--- config.mk ---
export PLATFORM = sky130hd
export DESIGN_NAME = fdiv_top
export DESIGN_NICKNAME = d
export VERILOG_FILES = /design/src/fdiv_pkg.sv /design/src/fdiv_pipe.sv /design/src/fdiv_iter_counter.sv /design/src/fdiv_mant_core.sv /design/src/fdiv_ctrl_fsm.sv /design/src/fdiv_top.sv
export SDC_FILE = /design/constraint.sdc
export NUM_CORES = 1
export LEC_CHECK = 0
export BUFFER_PORTS_ARGS = -buffer_cell sky130_fd_sc_hd__buf_2
export CAP_MARGIN = 10
export CORE_UTILIZATION = 59
export DETAILED_ROUTE_END_ITERATION = 10
export PLACE_DENSITY_LB_ADDON = 0.12
export SLEW_MARGIN = 20
export SYNTH_ARGS = -nofsm -noshare
export SYNTH_HDL_FRONTEND = slang
export SYNTH_SLANG_ARGS = --single-unit
export TNS_END_PERCENT = 30
--- constraint.sdc ---
create_clock -name clk_i -period 3.7 [get_ports clk_i]
set_clock_uncertainty 0.2 [all_clocks]
set_input_delay 0 -clock clk_i [delete_from_list [all_inputs] [get_ports clk_i]]
set_output_delay 0 -clock clk_i [all_outputs]
set_load 0.005 [all_outputs]
--- src/fdiv_pkg.sv ---
// --------------------------------------
// fp32 divider types and constants
// fp32 only; specials other than zero are not decoded
// --------------------------------------

package fdiv_pkg;

  // --------------------------------------
  // divider constants
  // --------------------------------------
  localparam int unsigned EXP_BIAS    = 127;
  localparam int unsigned MANT_BITS   = 24;         // significand incl. hidden bit
  localparam int unsigned QUOT_BITS   = 25;         // one extra bit to normalize 0.5..2
  localparam int unsigned ITER_CYCLES = QUOT_BITS;  // one quotient bit per cycle

  // --------------------------------------
  // floating-point word
  // --------------------------------------
  typedef struct packed {
    logic        sign;
    logic [7:0]  exponent;  // biased
    logic [22:0] fraction;  // hidden bit not stored
  } fp32_fields_t;

  // same 32 bits seen as raw word or as fields
  typedef union packed {
    logic [31:0]  bits;
    fp32_fields_t fields;
  } fp32_t;

  // ieee exception flags, msb first as in fflags
  typedef struct packed {
    logic nv;  // invalid, never set here
    logic dz;  // divide by zero
    logic of;  // overflow, never set here
    logic uf;  // underflow, never set here
    logic nx;  // inexact
  } status_t;

endpackage

--- src/fdiv_pipe.sv ---
// --------------------------------------
// elastic valid/ready register chain
// NUM_REGS = 0 gives a pass-through pipe
// --------------------------------------
`timescale 1ns/1ps

module fdiv_pipe #(
  parameter int unsigned NUM_REGS   = 1,
  parameter int unsigned DATA_WIDTH = 32
) (
  input  logic                  clk_i,
  input  logic                  rst_n_i,
  input  logic                  flush_i,   // drops every item in the chain
  // upstream side
  input  logic [DATA_WIDTH-1:0] data_i,
  input  logic                  valid_i,
  output logic                  ready_o,
  // downstream side
  output logic [DATA_WIDTH-1:0] data_o,
  output logic                  valid_o,
  input  logic                  ready_i
);

  // index i is the signal after i register stages
  logic [DATA_WIDTH-1:0] pipe_data_q  [0:NUM_REGS];
  logic                  pipe_valid_q [0:NUM_REGS];
  logic [0:NUM_REGS]     pipe_ready;  // combinational, runs backward

  assign pipe_data_q[0]  = data_i;
  assign pipe_valid_q[0] = valid_i;
  assign ready_o         = pipe_ready[0];

  // --------------------------------------
  // register stages
  // --------------------------------------
  for (genvar i = 0; i < NUM_REGS; i++) begin : gen_stage
    logic stage_en;

    // advance when next stage moves on or only holds a bubble
    assign pipe_ready[i] = pipe_ready[i+1] | ~pipe_valid_q[i+1];
    assign stage_en      = pipe_ready[i] & pipe_valid_q[i];  // real item moves in

    always_ff @(posedge clk_i) begin
      if (!rst_n_i) begin
        pipe_valid_q[i+1] <= 1'b0;
      end else if (flush_i) begin
        pipe_valid_q[i+1] <= 1'b0;               // cancel in-flight items
      end else if (pipe_ready[i]) begin
        pipe_valid_q[i+1] <= pipe_valid_q[i];    // bubble may be overwritten
      end
    end

    // payload only loads on a real transfer
    always_ff @(posedge clk_i) begin
      if (stage_en) begin
        pipe_data_q[i+1] <= pipe_data_q[i];
      end
    end
  end

  // last stage talks to downstream
  assign pipe_ready[NUM_REGS] = ready_i;
  assign data_o               = pipe_data_q[NUM_REGS];
  assign valid_o              = pipe_valid_q[NUM_REGS];

endmodule

--- src/fdiv_iter_counter.sv ---
// --------------------------------------
// iteration counter, ITER_CYCLES steps per start
// last_o follows the final step by one cycle
// --------------------------------------
`timescale 1ns/1ps

module fdiv_iter_counter (
  input  logic clk_i,
  input  logic rst_n_i,
  input  logic start_i,  // load, one cycle pulse
  input  logic abort_i,  // flush, stops the count
  output logic step_o,   // one quotient bit this cycle
  output logic last_o    // quotient complete
);

  localparam int unsigned CNT_W = $clog2(fdiv_pkg::ITER_CYCLES + 1);

  logic [CNT_W-1:0] cnt_q;
  logic             last_q;

  always_ff @(posedge clk_i) begin
    if (!rst_n_i) begin
      cnt_q  <= '0;
      last_q <= 1'b0;
    end else if (abort_i) begin
      cnt_q  <= '0;
      last_q <= 1'b0;
    end else begin
      last_q <= (cnt_q == CNT_W'(1));                // final step ends this cycle
      if (start_i) begin
        cnt_q <= CNT_W'(fdiv_pkg::ITER_CYCLES);
      end else if (cnt_q != '0) begin
        cnt_q <= cnt_q - CNT_W'(1);
      end
    end
  end

  assign step_o = (cnt_q != '0);
  assign last_o = last_q;

endmodule

--- src/fdiv_mant_core.sv ---
// --------------------------------------
// restoring divider, truncating fp32 quotient
// normal or zero operands only, exponent must stay in range
// --------------------------------------
`timescale 1ns/1ps

module fdiv_mant_core (
  input  logic              clk_i,
  input  logic              rst_n_i,
  input  logic              start_i,   // capture operands
  input  logic              step_i,    // produce one quotient bit
  input  fdiv_pkg::fp32_t   a_i,       // dividend
  input  fdiv_pkg::fp32_t   b_i,       // divisor
  output fdiv_pkg::fp32_t   result_o,
  output fdiv_pkg::status_t status_o
);

  localparam int unsigned MW = fdiv_pkg::MANT_BITS;
  localparam int unsigned QW = fdiv_pkg::QUOT_BITS;

  // operand state
  logic          sign_q;
  logic [7:0]    exp_q;      // ea - eb + bias, wraps mod 256
  logic          a_zero_q;
  logic          b_zero_q;
  // iteration state
  logic [MW:0]   rem_q;      // partial remainder, always < 2 * divisor
  logic [MW-1:0] divisor_q;
  logic [QW-1:0] quot_q;     // msb has weight 1

  logic [MW:0]   rem_diff;
  logic          quot_bit;
  logic [7:0]    exp_norm;
  logic [MW-2:0] frac_norm;
  logic          lost_bit;

  // --------------------------------------
  // operand capture and iteration
  // --------------------------------------
  // flags and sign, reset so an idle core reads as +0
  always_ff @(posedge clk_i) begin
    if (!rst_n_i) begin
      sign_q   <= 1'b0;
      a_zero_q <= 1'b1;
      b_zero_q <= 1'b0;
    end else if (start_i) begin
      sign_q   <= a_i.fields.sign ^ b_i.fields.sign;
      a_zero_q <= (a_i.fields.exponent == '0);  // denormals treated as zero
      b_zero_q <= (b_i.fields.exponent == '0);
    end
  end

  // trial subtraction of the divisor
  assign rem_diff = rem_q - {1'b0, divisor_q};
  assign quot_bit = (rem_q >= {1'b0, divisor_q});

  always_ff @(posedge clk_i) begin
    if (start_i) begin
      exp_q     <= a_i.fields.exponent - b_i.fields.exponent + 8'(fdiv_pkg::EXP_BIAS);
      rem_q     <= {1'b0, 1'b1, a_i.fields.fraction};  // hidden bit restored
      divisor_q <= {1'b1, b_i.fields.fraction};
      quot_q    <= '0;
    end else if (step_i) begin
      // keep or restore, then move to the next bit weight
      rem_q  <= quot_bit ? {rem_diff[MW-1:0], 1'b0} : {rem_q[MW-1:0], 1'b0};
      quot_q <= {quot_q[QW-2:0], quot_bit};
    end
  end

  // --------------------------------------
  // normalize and pack
  // --------------------------------------
  // quotient lies in 0.5..2, so at most one shift
  always_comb begin
    if (quot_q[QW-1]) begin
      frac_norm = quot_q[QW-2:1];  // 1.xxx form
      exp_norm  = exp_q;
      lost_bit  = quot_q[0];       // truncated away
    end else begin
      frac_norm = quot_q[QW-3:0];  // 0.1xxx, shift up one
      exp_norm  = exp_q - 8'd1;
      lost_bit  = 1'b0;
    end
  end

  always_comb begin
    result_o.fields.sign     = sign_q;
    result_o.fields.exponent = exp_norm;
    result_o.fields.fraction = frac_norm;
    status_o                 = '0;
    status_o.nx              = lost_bit | (rem_q != '0);  // any remainder means inexact
    // zero operands override the datapath
    if (a_zero_q) begin
      result_o.bits = {sign_q, 31'd0};         // signed zero, also taken for 0/0
      status_o      = '0;
    end else if (b_zero_q) begin
      result_o.bits = {sign_q, 8'hff, 23'd0};  // signed infinity
      status_o      = '0;
      status_o.dz   = 1'b1;
    end
  end

endmodule

--- src/fdiv_ctrl_fsm.sv ---
// --------------------------------------
// idle/busy/hold control around the divider core
// one division at a time, result held on stall
// --------------------------------------
`timescale 1ns/1ps

module fdiv_ctrl_fsm #(
  parameter int unsigned TAG_WIDTH = 4
) (
  input  logic                 clk_i,
  input  logic                 rst_n_i,
  input  logic                 flush_i,
  // from input pipe
  input  logic                 in_valid_i,
  output logic                 in_ready_o,
  input  logic [TAG_WIDTH-1:0] tag_i,
  // to counter and core
  output logic                 start_o,
  output logic                 abort_o,
  input  logic                 last_i,
  input  fdiv_pkg::fp32_t      unit_result_i,
  input  fdiv_pkg::status_t    unit_status_i,
  // to output pipe
  output logic                 out_valid_o,
  input  logic                 out_ready_i,
  output fdiv_pkg::fp32_t      result_o,
  output fdiv_pkg::status_t    status_o,
  output logic [TAG_WIDTH-1:0] tag_o,
  output logic                 busy_o
);

  typedef enum logic [1:0] {IDLE, BUSY, HOLD} state_e;

  state_e                state_q;
  state_e                state_d;
  logic                  in_ready;
  logic                  out_valid;
  logic                  hold_result;   // capture the stalled result
  logic                  data_is_held;  // offer the held copy
  logic                  unit_busy;
  logic [TAG_WIDTH-1:0]  tag_q;
  fdiv_pkg::fp32_t       held_result_q;
  fdiv_pkg::status_t     held_status_q;

  // --------------------------------------
  // next state
  // --------------------------------------
  always_comb begin
    in_ready     = 1'b0;
    out_valid    = 1'b0;
    hold_result  = 1'b0;
    data_is_held = 1'b0;
    unit_busy    = 1'b0;
    state_d      = state_q;
    unique case (state_q)
      IDLE: begin
        in_ready = 1'b1;
        if (in_valid_i) state_d = BUSY;
      end
      BUSY: begin
        unit_busy = 1'b1;
        if (last_i) begin
          out_valid = 1'b1;               // quotient ready this cycle
          if (out_ready_i) begin
            in_ready = 1'b1;              // back-to-back accept
            state_d  = in_valid_i ? BUSY : IDLE;
          end else begin
            hold_result = 1'b1;           // downstream stalled
            state_d     = HOLD;
          end
        end
      end
      HOLD: begin
        unit_busy    = 1'b1;
        data_is_held = 1'b1;
        out_valid    = 1'b1;
        if (out_ready_i) begin
          in_ready = 1'b1;
          state_d  = in_valid_i ? BUSY : IDLE;
        end
      end
      default: state_d = IDLE;
    endcase
    // flush wins over everything
    if (flush_i) begin
      in_ready  = 1'b0;
      out_valid = 1'b0;
      unit_busy = 1'b0;
      state_d   = IDLE;
    end
  end

  always_ff @(posedge clk_i) begin
    if (!rst_n_i) state_q <= IDLE;
    else          state_q <= state_d;
  end

  // --------------------------------------
  // tag and hold registers
  // --------------------------------------
  assign start_o = in_ready & in_valid_i;  // in_ready already low on flush

  always_ff @(posedge clk_i) begin
    if (start_o) tag_q <= tag_i;  // travels with the operation
  end

  always_ff @(posedge clk_i) begin
    if (hold_result) begin
      held_result_q <= unit_result_i;
      held_status_q <= unit_status_i;
    end
  end

  assign in_ready_o  = in_ready;
  assign abort_o     = flush_i;
  assign out_valid_o = out_valid;
  assign result_o    = data_is_held ? held_result_q : unit_result_i;
  assign status_o    = data_is_held ? held_status_q : unit_status_i;
  assign tag_o       = tag_q;
  assign busy_o      = unit_busy;

endmodule

--- src/fdiv_top.sv ---
// --------------------------------------
// fp32 divider with elastic in/out pipes
// busy_o sees only the last stage of each pipe
// --------------------------------------
`timescale 1ns/1ps

module fdiv_top #(
  parameter int unsigned NUM_INP_REGS = 1,
  parameter int unsigned NUM_OUT_REGS = 1,
  parameter int unsigned TAG_WIDTH    = 4
) (
  input  logic                 clk_i,
  input  logic                 rst_n_i,
  // input handshake
  input  fdiv_pkg::fp32_t      a_i,
  input  fdiv_pkg::fp32_t      b_i,
  input  logic [TAG_WIDTH-1:0] tag_i,
  input  logic                 in_valid_i,
  output logic                 in_ready_o,
  input  logic                 flush_i,
  // output handshake
  output fdiv_pkg::fp32_t      result_o,
  output fdiv_pkg::status_t    status_o,
  output logic [TAG_WIDTH-1:0] tag_o,
  output logic                 out_valid_o,
  input  logic                 out_ready_i,
  output logic                 busy_o
);

  localparam int unsigned INP_WIDTH = 2 * $bits(fdiv_pkg::fp32_t) + TAG_WIDTH;
  localparam int unsigned OUT_WIDTH = $bits(fdiv_pkg::fp32_t) + $bits(fdiv_pkg::status_t)
                                      + TAG_WIDTH;

  // input pipe to controller
  logic [INP_WIDTH-1:0] inp_data;
  logic                 inp_valid;
  logic                 inp_ready;
  fdiv_pkg::fp32_t      op_a;
  fdiv_pkg::fp32_t      op_b;
  logic [TAG_WIDTH-1:0] op_tag;
  // controller, counter and core
  logic                 start;
  logic                 abort;
  logic                 step;
  logic                 last;
  fdiv_pkg::fp32_t      unit_result;
  fdiv_pkg::status_t    unit_status;
  // controller to output pipe
  fdiv_pkg::fp32_t      ctrl_result;
  fdiv_pkg::status_t    ctrl_status;
  logic [TAG_WIDTH-1:0] ctrl_tag;
  logic                 ctrl_valid;
  logic                 ctrl_ready;
  logic                 ctrl_busy;

  // --------------------------------------
  // input side
  // --------------------------------------
  fdiv_pipe #(.NUM_REGS(NUM_INP_REGS), .DATA_WIDTH(INP_WIDTH)) u_inp_pipe (
    .clk_i, .rst_n_i, .flush_i,
    .data_i ({a_i, b_i, tag_i}),
    .valid_i(in_valid_i), .ready_o(in_ready_o),
    .data_o (inp_data), .valid_o(inp_valid), .ready_i(inp_ready)
  );

  assign {op_a, op_b, op_tag} = inp_data;

  fdiv_ctrl_fsm #(.TAG_WIDTH(TAG_WIDTH)) u_ctrl_fsm (
    .clk_i, .rst_n_i, .flush_i,
    .in_valid_i(inp_valid), .in_ready_o(inp_ready), .tag_i(op_tag),
    .start_o(start), .abort_o(abort), .last_i(last),
    .unit_result_i(unit_result), .unit_status_i(unit_status),
    .out_valid_o(ctrl_valid), .out_ready_i(ctrl_ready),
    .result_o(ctrl_result), .status_o(ctrl_status), .tag_o(ctrl_tag),
    .busy_o(ctrl_busy)
  );

  fdiv_iter_counter u_iter_counter (
    .clk_i, .rst_n_i, .start_i(start), .abort_i(abort), .step_o(step), .last_o(last)
  );

  fdiv_mant_core u_mant_core (
    .clk_i, .rst_n_i, .start_i(start), .step_i(step), .a_i(op_a), .b_i(op_b),
    .result_o(unit_result), .status_o(unit_status)
  );

  // --------------------------------------
  // output side
  // --------------------------------------
  fdiv_pipe #(.NUM_REGS(NUM_OUT_REGS), .DATA_WIDTH(OUT_WIDTH)) u_out_pipe (
    .clk_i, .rst_n_i, .flush_i,
    .data_i ({ctrl_result, ctrl_status, ctrl_tag}),
    .valid_i(ctrl_valid), .ready_o(ctrl_ready),
    .data_o ({result_o, status_o, tag_o}), .valid_o(out_valid_o), .ready_i(out_ready_i)
  );

  assign busy_o = ctrl_busy | inp_valid | out_valid_o;  // anything still in flight

endmodule

==> results of run 1 <==
## through the flow
step	hold slack [ns]	cells	area (um2)	power (mW)	setup slack, ns
3_5_place_dp	-0.02192	1224	11690	7.022	0.3512
2_1_floorplan	-0.1282	917	10950	6.341	0.2723
3_3_place_gp	-0.02374	1224	11690	6.982	0.3575
6_report	0.01011	1408	13880	9.578	0.2661
4_1_cts	0.003984	1408	13880	9.548	0.3160
5_1_grt	0.02249	1408	13880	10.12	0.1050
## state kept, by name, indices dropped and copies added, names as in the netlist
name	cells
u_ctrl_fsm.held_status_q	2
u_mant_core.b_zero_q	1
u_ctrl_fsm.state_q	2
u_mant_core.sign_q	1
u_mant_core.rem_q	25
u_ctrl_fsm.tag_o	4
u_out_pipe.valid_o	1
u_out_pipe.data_o	38
u_mant_core.a_zero_q	1
u_mant_core.divisor_q	23
u_ctrl_fsm.held_result_q	32
u_mant_core.quot_q	25
u_inp_pipe.data_o	68
u_inp_pipe.valid_o	1
u_iter_counter.last_o	1
u_iter_counter.cnt_q	5
u_mant_core.exp_q	8
## power groups by stage
stage | Combinational (mW) | Clock [mW] | Sequential, mW
4_1_cts | 3.36 | 2.44 | 3.75
5_1_grt | 3.76 | 2.55 | 3.81
3_3_place_gp | 3.19 | 0 | 3.80
2_1_floorplan | 2.64 | 0 | 3.70
3_5_place_dp | 3.22 | 0 | 3.80
6_report | 3.39 | 2.42 | 3.76
## cell type report
type | instances | area [um2]
clock inverter | 11 | 70.07
timing repair buffer | 262 | 2044
tap | 229 | 286.5
fill | 1130 | 4203
inverter | 49 | 185.2
multi-input combinational | 585 | 3819
clock buffer | 34 | 732.0
sequential | 238 | 6746
## routing by layer
metal,vias up,track usage,share of wire
li1,3833,-,-
met1,3712,0.3126,0.43
met2,198,0.4517,0.50
met3,59,0.03637,0.038
met4,0,0.09580,0.032
met5,-,0,0
## worst max path at each step
| stage | endpoint | slack, ns | depth (start not counted) |
|---|---|---|---|
| 2_1_floorplan | u_ctrl_fsm.tag_o[0] | 0.27 | 10 |
| 3_3_place_gp | u_mant_core.rem_q[17] | 0.36 | 8 |
| 3_5_place_dp | u_mant_core.rem_q[17] | 0.35 | 9 |
| 4_1_cts | u_mant_core.rem_q[17] | 0.32 | 9 |
| 5_1_grt | u_mant_core.rem_q[11] | 0.11 | 9 |
| 6_report | u_mant_core.rem_q[11] | 0.27 | 9 |
## synthesized netlist by cell type, types with 4 or more instances
master / instances
a21o_1: 13
a21oi_1: 59
a31oi_1: 8
and2_1: 7
and3_1: 4
buf_1: 7
buf_4: 4
clkbuf_1: 28
dfxtp_1: 40
edfxtp_1: 198
ha_1: 44
inv_1: 48
mux2_2: 6
mux2i_1: 39
nand2_1: 121
nand2b_1: 5
nand3_1: 14
nand4_1: 7
nor2_1: 68
nor2b_1: 6
nor3_1: 9
nor4_1: 12
o211ai_1: 6
o21a_1: 5
o21ai_0: 18
o21ai_1: 15
o31ai_1: 30
or3_1: 5
xnor2_1: 23
xor2_1: 8
## cells by family (layout without fill, tap and decap cells)
group	Yosys count	in the layout	synth area share
AO/OA/AOI/OAI	188	188	0.1136
XOR/XNOR	31	31	0.02480
adder cells (fa/ha/maj)	46	46	0.05395
buffers and inverters	94	356	0.03600
flip-flops	238	238	0.6163
multiplexers	45	45	0.04183
other	1	3	0.0003426
AND/OR/NAND/NOR	272	272	0.1132
## worst max-delay path: cells and delay by family, from the launching register on
| family | cells | cell delay, ns |
|---|---|---|
| simple gates | 4 | 1.03 |
| flops | 1 | 0.46 |
| compound gates | 3 | 0.71 |
| mux | 1 | 0.34 |
| fa+ha+maj | 1 | 0.42 |
## what timing repair did
action	4_1_cts	5_1_grt
setup endpoints to repair	0	0
endpoints found under the hold margin	115	0
hold buffers	139	0
==> metrics.md, run 1 <==
| Metric | Value |
|---|---|
| Ys Warns | `0` |
| Average routed wire per standard cell | `16.92 um` |
| Initial Util | `0.6053` |
| Pleak | `5.300 nW` |
| Reg power frac | `0.393` |
| Final hold vios | `0` |
| Most used flip-flop cell after synthesis | `edfxtp_1` |
| P_sw | `3.377 mW` |
| Syn Area/Cell | `11.96 um2` |
| DPL Wire Length | `13650 um` |
| Share of the synthesized area in the top cell type | `0.5431` |
| Initial DRC Count | `463` |
| Synth unique cells | `70` |
| Final setup fails | `0` |
| PwrDens | `689.9 nW/um2` |
| Fin nets | `1280` |
| Worst flop-to-flop path startpoint | `u_mant_core.rem_q[19]` |
| Crit Path Class | `reg2reg` |
| Post-synth EDFFs | `198` |
| Clock transition at path regs | `0.07 ns` |
| CTS tree | `done` |
| Most common cell after layout, fill and taps aside | `edfxtp_1` |
| CP max FO | `30` |
| Int Power | `6.201 mW` |
| Global route overflow | `0` |
| Synth Instances | `915` |
| H-tree levels | `1` |
| Num CTS Buffers | `25` |
| Final wirelength | `23820 um` |
| Switch share | `0.3526` |
| Routability Congestion | `0.9394` |
| Vias | `7802` |
| DIE AREA | `19100 um2` |
| Synth async-reset ratio | `0` |
| DR pass1 iterations | `8` |
| Final min period | `3.434 ns` |
| Outcome | `complete, but fails checks` |
| Die Span Y | `138.2 um` |
| First-pass GRT wire length | `38750 um` |
| Seq/Total Area, Yosys | `0.6163` |
| Commonest non-fill, non-tap cells in the layout | `edfxtp_1, dlygate4sd3_1, nand2_1` |
| Period utilization | `0.9281` |
| CP required | `3.77 ns` |
| Die Width | `138.2 um` |
| Util after Layout | `0.7676` |
| Flop-to-flop setup slack | `0.27 ns` |
| Sink Count | `238` |
| CTS resizes | `0` |
| Yosys top cell by area | `edfxtp_1` |
| Slowest CP cell | `and2_4` |
| Reg2reg path depth | `9` |
| Critical Path, Cell by Cell | `ha_1 > and2_1 > nand4_1 > o31ai_1 > nand2_1 > a31oi_2 > and2_4 > mux2i_1 > o21ai_1` |
| Initial antenna violation count | `0` |
| Worst-case hold path end point | `u_inp_pipe.data_o[35]` |
| Hold path start | `b_i[31]` |
| Critical Path End Type | `flop` |
| Crit start category | `flop` |
| Num rows | `49` |
| Layout cells sized above 1 | `0.1620` |
| Clock share of power | `0.253` |
| Max-cap violations | `0` |
| P&R area growth vs syn | `26.83%` |
| Worst path max stage delay | `0.50 ns` |
| Slew @ Worst Pin | `0.9575 ns` |
| Hold path depth | `2` |
| Area contributors post-synth | `edfxtp_1, dfxtp_1, ha_1, nand2_1, mux2i_1` |
| Setup_tns | `0 ns` |
| Post-CTS Setup Bufs | `0` |
| Crit path launch | `u_mant_core.rem_q[19]` |
| #FFs+latches synth | `238` |
| Combinational share of power | `0.354` |
| Worst hold path class | `in2reg` |
| Relative slew margins | `0.3601` |
| DRC errors left | `18` |
| Clock root buffer | `clkbuf_16` |
| Mapped cell area | `10950 um2` |
| RSZ-0062 raised after global routing | `false` |
| Failing checks | `DRC` |
| Pin count of the biggest net entering global routing | `69` |
| Worst reg2reg path endpoint | `u_mant_core.rem_q[11]` |
| I/O pin total | `117` |
| N_diodes | `0` |
| Max Clk Rate | `291.2 MHz` |
| Clk_lat worst skew | `0.52 ns` |
| DRT antenna net count | `0` |
| Worst EP arrival | `3.50 ns` |
| Peak supply drop | `0.5193 mV` |
| Avg Vias per Cell | `5.541` |
| Max Slew Vio Count | `0` |
| Vias in the first global route | `7884` |
| Port Buffers | `113` |
| Clock buffer depth | `3` |
| Core area | `18090 um2` |
| Tot GR Track Use | `0.2530` |
Note: power is estimated with default switching activity, not from simulation.
==> inputs of run 2 (changes only) <==
--- a/config.mk
+++ b/config.mk
@@ -7,6 +7,7 @@
 export LEC_CHECK = 0
 export BUFFER_PORTS_ARGS = -buffer_cell sky130_fd_sc_hd__buf_2
 export CAP_MARGIN = 10
+export CORE_ASPECT_RATIO = 0.7
 export CORE_UTILIZATION = 59
 export DETAILED_ROUTE_END_ITERATION = 10
 export PLACE_DENSITY_LB_ADDON = 0.12
==> run 2 against run 1 <==
  * The run now ends clean
  * Sequential power is essentially flat
  * Utilization is 0.73 points lower
  * First-iteration DRC count up 68%
  * Largest cell class unchanged
==> metrics.md, run 2 (synthesis results as in run 1) <==
| Metric | Value |
|---|---|
| PwrDens | `686.8 nW/um2` |
| Tot GR Track Use | `0.2679` |
| Pre-CTS setup slack | `0.3914 ns` |
| Clk_lat worst skew | `0.51 ns` |
| Final Power | `9.456 mW` |
| Crit start category | `flop` |
| Global route overflow | `0` |
| Slew @ Worst Pin | `0.9818 ns` |
| Post-CTS Setup Bufs | `0` |
| Critical Path End Type | `flop` |
| Clock root buffer | `clkbuf_16` |
| Period utilization | `0.9433` |
| CP max FO | `30` |
| Commonest non-fill, non-tap cells in the layout | `edfxtp_1, dlygate4sd3_1, nand2_1` |
| Core area | `18110 um2` |
| First-pass GRT wire length | `39300 um` |
| Combinational share of power | `0.368` |
| CP required | `3.75 ns` |
| Initial antenna violation count | `0` |
| Switch share | `0.3619` |
| Setup_tns | `0 ns` |
| Pin count of the biggest net entering global routing | `72` |
| RSZ-0062 raised after global routing | `false` |
| Port Buffers | `113` |
| Min Hold Slack | `0.004512 ns` |
| P&R area growth vs syn | `25.77%` |
| I/O pin total | `117` |
| Util after Layout | `0.7603` |
| DIE AREA | `19110 um2` |
| H-tree levels | `1` |
| Num rows | `41` |
| Layout cells sized above 1 | `0.1580` |
| Design Area, Final | `13770 um2` |
| Initial DRC Count | `776` |
| Avg Vias per Cell | `5.546` |
| Area after DPL | `11720 um2` |
| Final setup fails | `0` |
| Reg power frac | `0.398` |
| Die Span Y | `116.0 um` |
| Worst EP arrival | `3.54 ns` |
| Max Slew Vio Count | `0` |
| Placed Cells incl. Taps | `1232` |
| Final min period | `3.490 ns` |
| Outcome | `completed` |
| Most common cell after layout, fill and taps aside | `edfxtp_1` |
| Relative slew margins | `0.3439` |
| Max-cap violations | `0` |
| CTS resizes | `0` |
| DRC errors left | `0` |
| Pleak | `5.233 nW` |
| DR pass1 iterations | `8` |
| Crit Path Class | `reg2reg` |
| DPL Wire Length | `14580 um` |
| Sink Count | `238` |
| Post-route insts no fill | `1407` |
| N_diodes | `0` |
| Clock transition at path regs | `0.06 ns` |
| Area of the multi-input gates | `3819 um2` |
| CTS tree | `done` |
| Vias | `7803` |
| Final hold vios | `0` |
| Reg area | `6746 um2` |
| Vias in the first global route | `7453` |
| FILL cells | `1170` |
| Cts hold-fix bufs | `135` |
| Initial Util | `0.6045` |
| Flop-to-flop setup slack | `0.21 ns` |
| Int Power | `6.034 mW` |
| Num CTS Buffers | `23` |
| DRT antenna net count | `0` |
| Max Clk Rate | `286.5 MHz` |
| Max reg flops | `68` |
| Peak supply drop | `0.5127 mV` |
| Clock buffer depth | `3` |
| Worst hold path class | `in2reg` |
| P_sw | `3.422 mW` |
| Clock share of power | `0.234` |
| Die Width | `164.8 um` |
| Average routed wire per standard cell | `17.81 um` |
| Routability Congestion | `0.9393` |
| Fin nets | `1275` |
| Final wirelength | `25060 um` |
| Worst setup margin | `0.2100 ns` |
run 2: layer usage:
layer	wire, um	up-vias	GRT usage
met3	1954	37	0.06299
met2	11100	289	0.4070
met5	0	-	0
li1	-	3812	-
met4	387	0	0.05688
met1	11620	3665	0.3938
run 2: layout make-up:
type | count | area share
clock buffer | 28 | 0.04544
multi-input combinational | 585 | 0.2774
sequential | 238 | 0.4900
inverter | 49 | 0.01345
tap | 236 | 0.02145
timing repair buffer | 259 | 0.1470
clock inverter | 12 | 0.005271
run 2: final timing paths:
path	to	cells after the start	from
setup reg to reg	u_mant_core.rem_q[8]	9	u_mant_core.rem_q[7]
hold reg to reg	u_mant_core.divisor_q[9]	0	u_inp_pipe.data_o[13]
hold / removal	u_inp_pipe.data_o[58]	2	a_i[22]
setup / recovery	u_mant_core.rem_q[8]	9	u_mant_core.rem_q[7]
run 2: power by group through the flow:
stage / combinational [mW] / clock (mW) / sequential (mW)
2_1_floorplan: 2.64 / 0 / 3.70
3_3_place_gp: 3.23 / 0 / 3.79
3_5_place_dp: 3.27 / 0 / 3.80
4_1_cts: 3.40 / 2.23 / 3.74
5_1_grt: 3.84 / 2.35 / 3.80
6_report: 3.48 / 2.21 / 3.76
run 2: critical path, stage by stage (launching register included):
cell and delay [ns]:
edfxtp_1 0.46, ha_1 0.44, nand4_1 0.27, nand2b_1 0.24, o31ai_1 0.29, nand2_1 0.11, a31oi_2 0.26, and2_4 0.49
mux2i_1 0.34, o21ai_1 0.10
